### src/fedp_pkg.sv
`default_nettype none

package fedp_pkg;

    // ========================================
    // Sizes
    // ========================================

    localparam int FEDP_DATA_W   = 32;
    localparam int FEDP_FMT_W    = 2;
    localparam int FEDP_LANES    = 8;
    // Lane operand after sign or zero extension
    localparam int FEDP_LANE_W   = 9;
    localparam int FEDP_PROD_W   = 17;
    localparam int FEDP_SUM_W    = 20;
    localparam int FEDP_ACC_W    = 34;
    localparam int FEDP_DONE_W   = 16;
    localparam int FEDP_FLIGHT_W = 4;

    // CTRL bit positions, fmt sits in the low bits
    localparam int CTRL_SAT_BIT   = 2;
    localparam int CTRL_START_BIT = 8;

    // Signed 32-bit clamp limits at accumulator width
    localparam logic signed [FEDP_ACC_W-1:0] FEDP_ACC_MAX =
        {{(FEDP_ACC_W-31){1'b0}}, {31{1'b1}}};
    localparam logic signed [FEDP_ACC_W-1:0] FEDP_ACC_MIN =
        {{(FEDP_ACC_W-31){1'b1}}, {31{1'b0}}};

    // ========================================
    // Encodings
    // ========================================

    typedef enum logic [FEDP_FMT_W-1:0] {
        FMT_S8 = 2'd0,
        FMT_U8 = 2'd1,
        FMT_S4 = 2'd2
    } fedp_fmt_e;

    typedef enum logic [7:0] {
        REG_CTRL   = 8'h00,
        REG_A      = 8'h04,
        REG_B      = 8'h08,
        REG_C      = 8'h0C,
        REG_D      = 8'h10,
        REG_STATUS = 8'h14
    } fedp_reg_e;

    // ========================================
    // Stage payloads
    // ========================================

    typedef struct packed {
        fedp_fmt_e              fmt;
        logic                   sat;
        logic [FEDP_DATA_W-1:0] a;
        logic [FEDP_DATA_W-1:0] b;
        logic [FEDP_DATA_W-1:0] c;
    } fedp_req_t;

    typedef struct packed {
        logic [FEDP_LANES-1:0][FEDP_PROD_W-1:0] products;
        logic [FEDP_DATA_W-1:0]                 c;
        logic                                   sat;
    } fedp_prod_t;

    typedef struct packed {
        logic [FEDP_SUM_W-1:0]  sum;
        logic [FEDP_DATA_W-1:0] c;
        logic                   sat;
    } fedp_sum_t;

    typedef struct packed {
        logic [FEDP_ACC_W-1:0] acc;
        logic                  sat;
    } fedp_acc_t;

endpackage

`default_nettype wire

### src/fedp_apb_regs.sv
`timescale 1ns/100ps
`default_nettype none

module fedp_apb_regs import fedp_pkg::*; (
    input  wire                    clk,
    input  wire                    reset,
    input  wire                    psel,
    input  wire                    penable,
    input  wire                    pwrite,
    input  wire [7:0]              paddr,
    input  wire [FEDP_DATA_W-1:0]  pwdata,
    output logic [FEDP_DATA_W-1:0] prdata,
    output logic                   pready,
    output logic                   pslverr,
    output logic                   req_valid,
    output fedp_req_t              req,
    input  wire                    res_valid,
    input  wire [FEDP_DATA_W-1:0]  res
);

    logic [FEDP_DATA_W-1:0]   a_r;
    logic [FEDP_DATA_W-1:0]   b_r;
    logic [FEDP_DATA_W-1:0]   c_r;
    logic [FEDP_DATA_W-1:0]   d_r;
    fedp_fmt_e                fmt_r;
    logic                     sat_r;
    logic [FEDP_DONE_W-1:0]   done_count;
    logic [FEDP_FLIGHT_W-1:0] in_flight;

    logic                     access;
    logic                     addr_ok;
    logic                     read_only;
    logic                     wr_en;
    logic [FEDP_DATA_W-1:0]   rd_data;

    // ========================================
    // Address decode
    // ========================================

    assign access = psel & penable;

    always_comb begin
        addr_ok   = 1'b1;
        read_only = 1'b0;
        rd_data   = '0;
        case (paddr)
            REG_CTRL:   rd_data = FEDP_DATA_W'({sat_r, fmt_r});
            REG_A:      rd_data = a_r;
            REG_B:      rd_data = b_r;
            REG_C:      rd_data = c_r;
            REG_D: begin
                rd_data   = d_r;
                read_only = 1'b1;
            end
            REG_STATUS: begin
                rd_data   = {{(FEDP_DATA_W-FEDP_FLIGHT_W-FEDP_DONE_W){1'b0}},
                             in_flight, done_count};
                read_only = 1'b1;
            end
            default:    addr_ok = 1'b0;
        endcase
    end

    // Zero wait states on every transfer
    assign pready  = 1'b1;
    assign pslverr = access & (~addr_ok | (pwrite & read_only));
    assign prdata  = (access & ~pwrite) ? rd_data : '0;
    assign wr_en   = access & pwrite & ~pslverr;

    // Start pulse, fmt and sat come straight from the write data
    assign req_valid = wr_en & (paddr == REG_CTRL) & pwdata[CTRL_START_BIT];

    always_comb begin
        req.fmt = fedp_fmt_e'(pwdata[FEDP_FMT_W-1:0]);
        req.sat = pwdata[CTRL_SAT_BIT];
        req.a   = a_r;
        req.b   = b_r;
        req.c   = c_r;
    end

    // ========================================
    // Register state
    // ========================================

    always_ff @(posedge clk) begin
        if (reset) begin
            a_r        <= '0;
            b_r        <= '0;
            c_r        <= '0;
            d_r        <= '0;
            fmt_r      <= FMT_S8;
            sat_r      <= 1'b0;
            done_count <= '0;
            in_flight  <= '0;
        end else begin
            if (wr_en) begin
                case (paddr)
                    REG_CTRL: begin
                        fmt_r <= fedp_fmt_e'(pwdata[FEDP_FMT_W-1:0]);
                        sat_r <= pwdata[CTRL_SAT_BIT];
                    end
                    REG_A:   a_r <= pwdata;
                    REG_B:   b_r <= pwdata;
                    REG_C:   c_r <= pwdata;
                    default: ;
                endcase
            end
            if (res_valid) begin
                d_r        <= res;
                done_count <= done_count + 1'b1;
            end
            // Start and completion may land on the same edge
            in_flight <= in_flight + FEDP_FLIGHT_W'(req_valid)
                                   - FEDP_FLIGHT_W'(res_valid);
        end
    end

endmodule

`default_nettype wire

### src/fedp_finish.sv
`timescale 1ns/100ps
`default_nettype none

module fedp_finish import fedp_pkg::*; (
    input  wire                    clk,
    input  wire                    reset,
    input  wire                    in_valid,
    input  fedp_sum_t              sum,
    output logic                   out_valid,
    output logic [FEDP_DATA_W-1:0] res
);

    fedp_acc_t                    acc_next;
    fedp_acc_t                    acc_r;
    logic                         acc_valid;
    logic signed [FEDP_ACC_W-1:0] acc_s;
    logic [FEDP_DATA_W-1:0]       res_next;

    // ========================================
    // Stage 3, add C
    // ========================================

    always_comb begin
        acc_next.acc = FEDP_ACC_W'($signed(sum.sum)) + FEDP_ACC_W'($signed(sum.c));
        acc_next.sat = sum.sat;
    end

    // ========================================
    // Stage 4, clamp or wrap
    // ========================================

    assign acc_s = $signed(acc_r.acc);

    always_comb begin
        res_next = acc_r.acc[FEDP_DATA_W-1:0];
        if (acc_r.sat) begin
            if (acc_s > FEDP_ACC_MAX) begin
                res_next = FEDP_ACC_MAX[FEDP_DATA_W-1:0];
            end else if (acc_s < FEDP_ACC_MIN) begin
                res_next = FEDP_ACC_MIN[FEDP_DATA_W-1:0];
            end
        end
    end

    always_ff @(posedge clk) begin
        if (reset) begin
            acc_valid <= 1'b0;
            out_valid <= 1'b0;
        end else begin
            acc_valid <= in_valid;
            out_valid <= acc_valid;
        end
    end

    always_ff @(posedge clk) begin
        if (in_valid) begin
            acc_r <= acc_next;
        end
        if (acc_valid) begin
            res <= res_next;
        end
    end

endmodule

`default_nettype wire

### src/fedp_mul.sv
`timescale 1ns/100ps
`default_nettype none

module fedp_mul import fedp_pkg::*; (
    input  wire       clk,
    input  wire       reset,
    input  wire       in_valid,
    input  fedp_req_t req,
    output logic      out_valid,
    output fedp_prod_t prod
);

    logic signed [FEDP_LANE_W-1:0]   a_lane    [FEDP_LANES];
    logic signed [FEDP_LANE_W-1:0]   b_lane    [FEDP_LANES];
    logic signed [2*FEDP_LANE_W-1:0] prod_full [FEDP_LANES];
    fedp_prod_t                      prod_next;

    // Lane unpack, lanes a format does not use stay zero
    always_comb begin
        for (int i = 0; i < FEDP_LANES; i++) begin
            a_lane[i] = '0;
            b_lane[i] = '0;
        end
        case (req.fmt)
            FMT_S8: begin
                for (int i = 0; i < 4; i++) begin
                    a_lane[i] = {req.a[8*i+7], req.a[8*i +: 8]};
                    b_lane[i] = {req.b[8*i+7], req.b[8*i +: 8]};
                end
            end
            FMT_U8: begin
                for (int i = 0; i < 4; i++) begin
                    a_lane[i] = {1'b0, req.a[8*i +: 8]};
                    b_lane[i] = {1'b0, req.b[8*i +: 8]};
                end
            end
            FMT_S4: begin
                for (int i = 0; i < FEDP_LANES; i++) begin
                    a_lane[i] = {{(FEDP_LANE_W-4){req.a[4*i+3]}}, req.a[4*i +: 4]};
                    b_lane[i] = {{(FEDP_LANE_W-4){req.b[4*i+3]}}, req.b[4*i +: 4]};
                end
            end
            default: ;
        endcase
    end

    // Full-width products, every result fits in FEDP_PROD_W
    always_comb begin
        for (int i = 0; i < FEDP_LANES; i++) begin
            prod_full[i]            = a_lane[i] * b_lane[i];
            prod_next.products[i]   = prod_full[i][FEDP_PROD_W-1:0];
        end
        prod_next.c   = req.c;
        prod_next.sat = req.sat;
    end

    always_ff @(posedge clk) begin
        if (reset) begin
            out_valid <= 1'b0;
        end else begin
            out_valid <= in_valid;
        end
    end

    always_ff @(posedge clk) begin
        if (in_valid) begin
            prod <= prod_next;
        end
    end

endmodule

`default_nettype wire

### src/fedp_pipe.sv
`timescale 1ns/100ps
`default_nettype none

module fedp_pipe import fedp_pkg::*; (
    input  wire                    clk,
    input  wire                    reset,
    input  wire                    req_valid,
    input  fedp_req_t              req,
    output logic                   res_valid,
    output logic [FEDP_DATA_W-1:0] res
);

    // Stage boundaries
    logic       s1_valid;
    fedp_prod_t s1_prod;
    logic       s2_valid;
    fedp_sum_t  s2_sum;

    // Edge 1, lane products
    fedp_mul u_mul (
        .clk       (clk),
        .reset     (reset),
        .in_valid  (req_valid),
        .req       (req),
        .out_valid (s1_valid),
        .prod      (s1_prod)
    );

    // Edge 2, product sum
    fedp_reduce u_reduce (
        .clk       (clk),
        .reset     (reset),
        .in_valid  (s1_valid),
        .prod      (s1_prod),
        .out_valid (s2_valid),
        .sum       (s2_sum)
    );

    // Edges 3 and 4, accumulate then clamp or wrap
    fedp_finish u_finish (
        .clk       (clk),
        .reset     (reset),
        .in_valid  (s2_valid),
        .sum       (s2_sum),
        .out_valid (res_valid),
        .res       (res)
    );

endmodule

`default_nettype wire

### src/fedp_reduce.sv
`timescale 1ns/100ps
`default_nettype none

module fedp_reduce import fedp_pkg::*; (
    input  wire        clk,
    input  wire        reset,
    input  wire        in_valid,
    input  fedp_prod_t prod,
    output logic       out_valid,
    output fedp_sum_t  sum
);

    logic signed [FEDP_SUM_W-1:0] lvl0 [FEDP_LANES];
    logic signed [FEDP_SUM_W-1:0] lvl1 [FEDP_LANES/2];
    logic signed [FEDP_SUM_W-1:0] lvl2 [FEDP_LANES/4];
    fedp_sum_t                    sum_next;

    // Balanced tree, 8 to 4 to 2 to 1
    always_comb begin
        for (int i = 0; i < FEDP_LANES; i++) begin
            lvl0[i] = FEDP_SUM_W'($signed(prod.products[i]));
        end
        for (int i = 0; i < FEDP_LANES/2; i++) begin
            lvl1[i] = lvl0[2*i] + lvl0[2*i+1];
        end
        for (int i = 0; i < FEDP_LANES/4; i++) begin
            lvl2[i] = lvl1[2*i] + lvl1[2*i+1];
        end
        sum_next.sum = lvl2[0] + lvl2[1];
        sum_next.c   = prod.c;
        sum_next.sat = prod.sat;
    end

    always_ff @(posedge clk) begin
        if (reset) begin
            out_valid <= 1'b0;
        end else begin
            out_valid <= in_valid;
        end
    end

    always_ff @(posedge clk) begin
        if (in_valid) begin
            sum <= sum_next;
        end
    end

endmodule

`default_nettype wire

### src/fedp_top.sv
`timescale 1ns/100ps
`default_nettype none

module fedp_top import fedp_pkg::*; (
    input  wire                    clk,
    input  wire                    reset,
    input  wire                    psel,
    input  wire                    penable,
    input  wire                    pwrite,
    input  wire [7:0]              paddr,
    input  wire [FEDP_DATA_W-1:0]  pwdata,
    output logic [FEDP_DATA_W-1:0] prdata,
    output logic                   pready,
    output logic                   pslverr
);

    logic                   req_valid;
    fedp_req_t              req;
    logic                   res_valid;
    logic [FEDP_DATA_W-1:0] res;

    fedp_apb_regs u_regs (
        .clk       (clk),
        .reset     (reset),
        .psel      (psel),
        .penable   (penable),
        .pwrite    (pwrite),
        .paddr     (paddr),
        .pwdata    (pwdata),
        .prdata    (prdata),
        .pready    (pready),
        .pslverr   (pslverr),
        .req_valid (req_valid),
        .req       (req),
        .res_valid (res_valid),
        .res       (res)
    );

    fedp_pipe u_pipe (
        .clk       (clk),
        .reset     (reset),
        .req_valid (req_valid),
        .req       (req),
        .res_valid (res_valid),
        .res       (res)
    );

endmodule

`default_nettype wire

### config.mk
export PLATFORM = sky130hd
export DESIGN_NAME = fedp_top
export DESIGN_NICKNAME = d
export VERILOG_FILES = /design/src/fedp_pkg.sv /design/src/fedp_apb_regs.sv /design/src/fedp_finish.sv /design/src/fedp_mul.sv /design/src/fedp_pipe.sv /design/src/fedp_reduce.sv /design/src/fedp_top.sv
export SDC_FILE = /design/constraint.sdc
export NUM_CORES = 2
export LEC_CHECK = 0
export ABC_AREA = 1
export BUFFER_PORTS_ARGS = -buffer_cell sky130_fd_sc_hd__buf_2
export CAP_MARGIN = 20
export CORE_AREA = 4 4 268 270
export CTS_CLUSTER_DIAMETER = 100
export DETAILED_ROUTE_END_ITERATION = 8
export DIE_AREA = 0 0 272 274
export HOLD_SLACK_MARGIN = 0.02
export PLACE_DENSITY = 0.86
export SETUP_SLACK_MARGIN = 0.4
export SYNTH_ARGS = -nofsm -noshare
export SYNTH_HDL_FRONTEND = slang
export SYNTH_SLANG_ARGS = --single-unit
### constraint.sdc
create_clock -name clk -period 7.8 [get_ports clk]
set_input_delay 1.56 -clock clk [delete_from_list [all_inputs] [get_ports clk]]
set_output_delay 1.56 -clock clk [all_outputs]
set_load 0.02 [all_outputs]
==> flow_summary_export.csv <==
group,metric,value,unit
synthesis,synthArstFlopShare,0,%
synthesis,syn_area_per_cell,8.63,µm²
sta,post-route-min-period,6700,ps
synthesis,synth_ff_type,"edfxtp_1",
clock_network,clkTransAtPathRegs,70,ps
synthesis,synth-adder-area-share,34.5,%
route,drt_iter0_drc,4190,
grt,gr-total-overflow,0,
grt,grt_pass1_wl,182000,µm
clock_network,clock_latency,630,ps
clock_network,cts_resized,0,
sta,slew_violations,0,
sta,worst_pin_slew,1110,ps
synthesis,synth_top_family_by_area,"adder cells",
worst_setup_path,max_stage_delay,790,ps
sta,rsz0062_at_grt,"false",
worst_setup_path,critPathLaunchType,"primary input",
final_layout,area_growth,7.72,%
job,drv_cap,0,
route,vias,33000,
worst_hold_path,hold_class,"reg2reg",
clock_network,ctsHoldBuffers,0,
clock_network,cts_buffer_depth,3,
route,wl,116000,µm
sta,tns,0,ps
power,vdd_ir_drop_max,0.000183,V
synthesis,syn_nets,5688,
status,status,"complete, no violations",
synthesis,synth_edf_count,288,
sta,final-hold-violation-count,0,
synthesis,synth_seq_area_share,28.4,%
grt,track_usage,31.5,%
clock_network,cts_root_buf,"clkbuf_16",
die,ioPinCount,79,
clock_network,cts_setup_buffers,0,
placement,gp_congestion,0.983,
synthesis,synth_top_area_share,24.1,%
route,remaining_drc_errors,0,
power,powerDensity,113,nW/µm²
worst_setup_path,cp_max_fo,14,
synthesis,ys_seq_elements,443,
worst_setup_path,path_class,"in2reg",
final_layout,final_layout_size_suffix_gt1_share,5.36,%
synthesis,synth_top_cell_by_area,"fa_1",
clock_network,htreeDepth,2,
final_layout,finalNetCount,5759,
die,core_area,69500,µm²
synthesis,synthSimpleGateAreaFrac,16.6,%
sta,slew_headroom,25.6,%
grt,grt_antenna_before_repair,4,
clock_network,cts.sinks,443,
placement,numPortBuffers,77,
route,first_pass_iters,8,
worst_setup_path,path_cells,"buf_2 > nor2_4 > buf_4 > nand2_1 > o21ai_1 > nand2_1 > fa_1 > inv_1 > fa_1 > inv_1 > fa_1 > fa_1 > inv_1 > ha_1 > ha_1 > inv_1 > nor3_1 > nand3_1 > nand4_1 > nand3b_1 > nand2_1",
synthesis,synth_xor_area_share,3.07,%
placement,dp_hpwl,92500,µm
final_layout,layout_common_cells,"1,072 x inv_1, 979 x nand2_1, 529 x nor2_1",
synthesis,netlist_area,41400,µm²
worst_setup_path,required,8170,ps
clock_network,numCtsBuffers,49,
sta,final-setup-viol-count,0,
synthesis,synth_cell_type_count,49,
route,wl_per_cell,19.9,µm
synthesis,yosysWarnings,0,
worst_setup_path,cp-end-kind,"flop",
synthesis,yosys-mux-area-fraction,0,%
route,via_per_inst,5.63,
synthesis,yosys-top-cells-area,"fa_1 24%, edfxtp_1 21%, ha_1 10%",
grt,grt_pass1_vias,33100,
synthesis,synth_compound_area_share,6.70,%
sta,skew,42.7,ps
die,die_height,274,µm
worst_setup_path,arrival,7070,ps
sta,fin_crit_sh,85.9,%
grt,grt_max_degree,96,
die,dieArea,74500,µm²
route,antenna_left,0,
worst_setup_path,slowest_stage,"fa_1",
sta,fmax,149,MHz
worst_setup_path,critical-path-top-delay-family,"adder cells",
die,die_w,272,µm
die,start_util,59.6,%
synthesis,syn_inst,4800,
die,rows,97,
clock_network,cts_tree,"yes",
sta,holdWs,420,ps
final_layout,layout_commonest_cell,"inv_1",
power,p_leak,0.0233,µW
final_layout,final.fill_count,5441,
worst_setup_path,crit_buf_inv,6,
cell type report:
cell class | count | area, µm² | area share [%]
Inverter | 1088 | 4090 | 9.17
Clock buffer | 68 | 1420 | 3.19
Antenna cell | 4 | 10.0 | 0.0224
Multi-Input combinational cell | 3185 | 25200 | 56.5
Sequential cell | 443 | 11800 | 26.3
Tap cell | 940 | 1180 | 2.64
Clock inverter | 23 | 310 | 0.695
Timing Repair Buffer | 104 | 653 | 1.46
registers in the layout (all words and copies together), names as in the netlist:
signal                     count
u_pipe.u_mul.prod            169
u_pipe.u_reduce.sum           53
u_pipe.u_finish.acc_s         33
u_pipe.u_finish.res           32
u_regs.a_r                    32
u_regs.b_r                    32
u_regs.c_r                    32
u_regs.d_r                    32
u_regs.done_count             16
u_regs.in_flight               4
u_regs.fmt_r                   2
u_pipe.u_finish.acc_r          1
u_pipe.u_finish.acc_valid      1
u_pipe.u_finish.out_valid      1
u_pipe.u_mul.out_valid         1
u_pipe.u_reduce.out_valid      1
u_regs.sat_r                   1
worst reg2reg max path, cell delays in order (launching register included):
cell	delay, ps
dfxtp_1	330
clkinv_1	330
o21ai_1	710
nand2_1	310
fa_1	790
inv_1	90
fa_1	490
inv_1	60
fa_1	470
fa_1	510
inv_1	50
ha_1	290
ha_1	350
inv_1	50
nor3_1	240
nand3_1	110
nand4_1	140
nand3b_1	120
nand2_1	50
stage by stage:
stage | setup slack, ps | cells | total power (µW) | area (µm²) | utilization (%)
after detailed placement | 515 | 5759 | 2590 | 42800 | 61.6
after global routing | 825 | 5851 | 5140 | 44600 | 64.1
after global placement | 721 | 5758 | 2590 | 42800 | 61.6
after CTS | 1170 | 5850 | 5030 | 44600 | 64.1
after floorplan | 1060 | 4800 | 2550 | 41400 | -
final | 1100 | 5855 | 5030 | 44600 | 64.2
synthesized netlist by cell type (7+ instances only):
master,count
nand2_1,979
o21ai_1,34
clkbuf_1,48
nor3_1,21
or2_2,7
a22oi_1,9
buf_2,27
nand4_1,32
nand3_1,104
o21ai_2,9
edfxtp_1,288
a21oi_1,189
inv_1,1073
o21ai_0,152
nand3b_1,7
xor2_1,94
o22ai_2,18
dfxtp_1,155
ha_1,345
xnor2_1,51
o22ai_1,18
fa_1,498
inv_2,9
o21bai_1,17
nand2_2,11
nor2_1,530
cell families (layout without fill, tap and decap cells):
kind of cell | count (synthesis) | in the layout
xor gates and xnor gates | 145 | 145
DFF | 443 | 443
buffers and inverters | 1172 | 1283
adders and majority gates | 843 | 843
other | 1 | 5
AOI/OAI and AO/OA | 482 | 482
and+or+nand+nor | 1714 | 1714
power breakdown:
part           leakage (µW)  switching [µW]  internal [µW]
Combinational        0.0186            56.6           15.4
Sequential          0.00390          0.0182           2470
Clock              0.000845            1060           1430
path summary, 6_finish.rpt:
| kind | from | endpoint | slack (ps) | cells past startpoint |
|---|---|---|---|---|
| setup / recovery | pwdata[0] | u_pipe.u_mul.prod[83] | 1100 | 21 |
| hold reg to reg | u_pipe.u_mul.prod[15] | u_pipe.u_reduce.sum[15] | 420 | 0 |
| hold / removal | u_pipe.u_mul.prod[15] | u_pipe.u_reduce.sum[15] | 420 | 0 |
| setup reg to reg | u_regs.b_r[19] | u_pipe.u_mul.prod[83] | 2070 | 18 |
metal layers:
metal  track usage, %  share of wire [%]
met4             17.8                7.2
met1             40.0                 37
met3             5.78                 10
met2             51.1                 46
met5                0              0.052
Note: power is estimated with default switching activity, not from simulation.
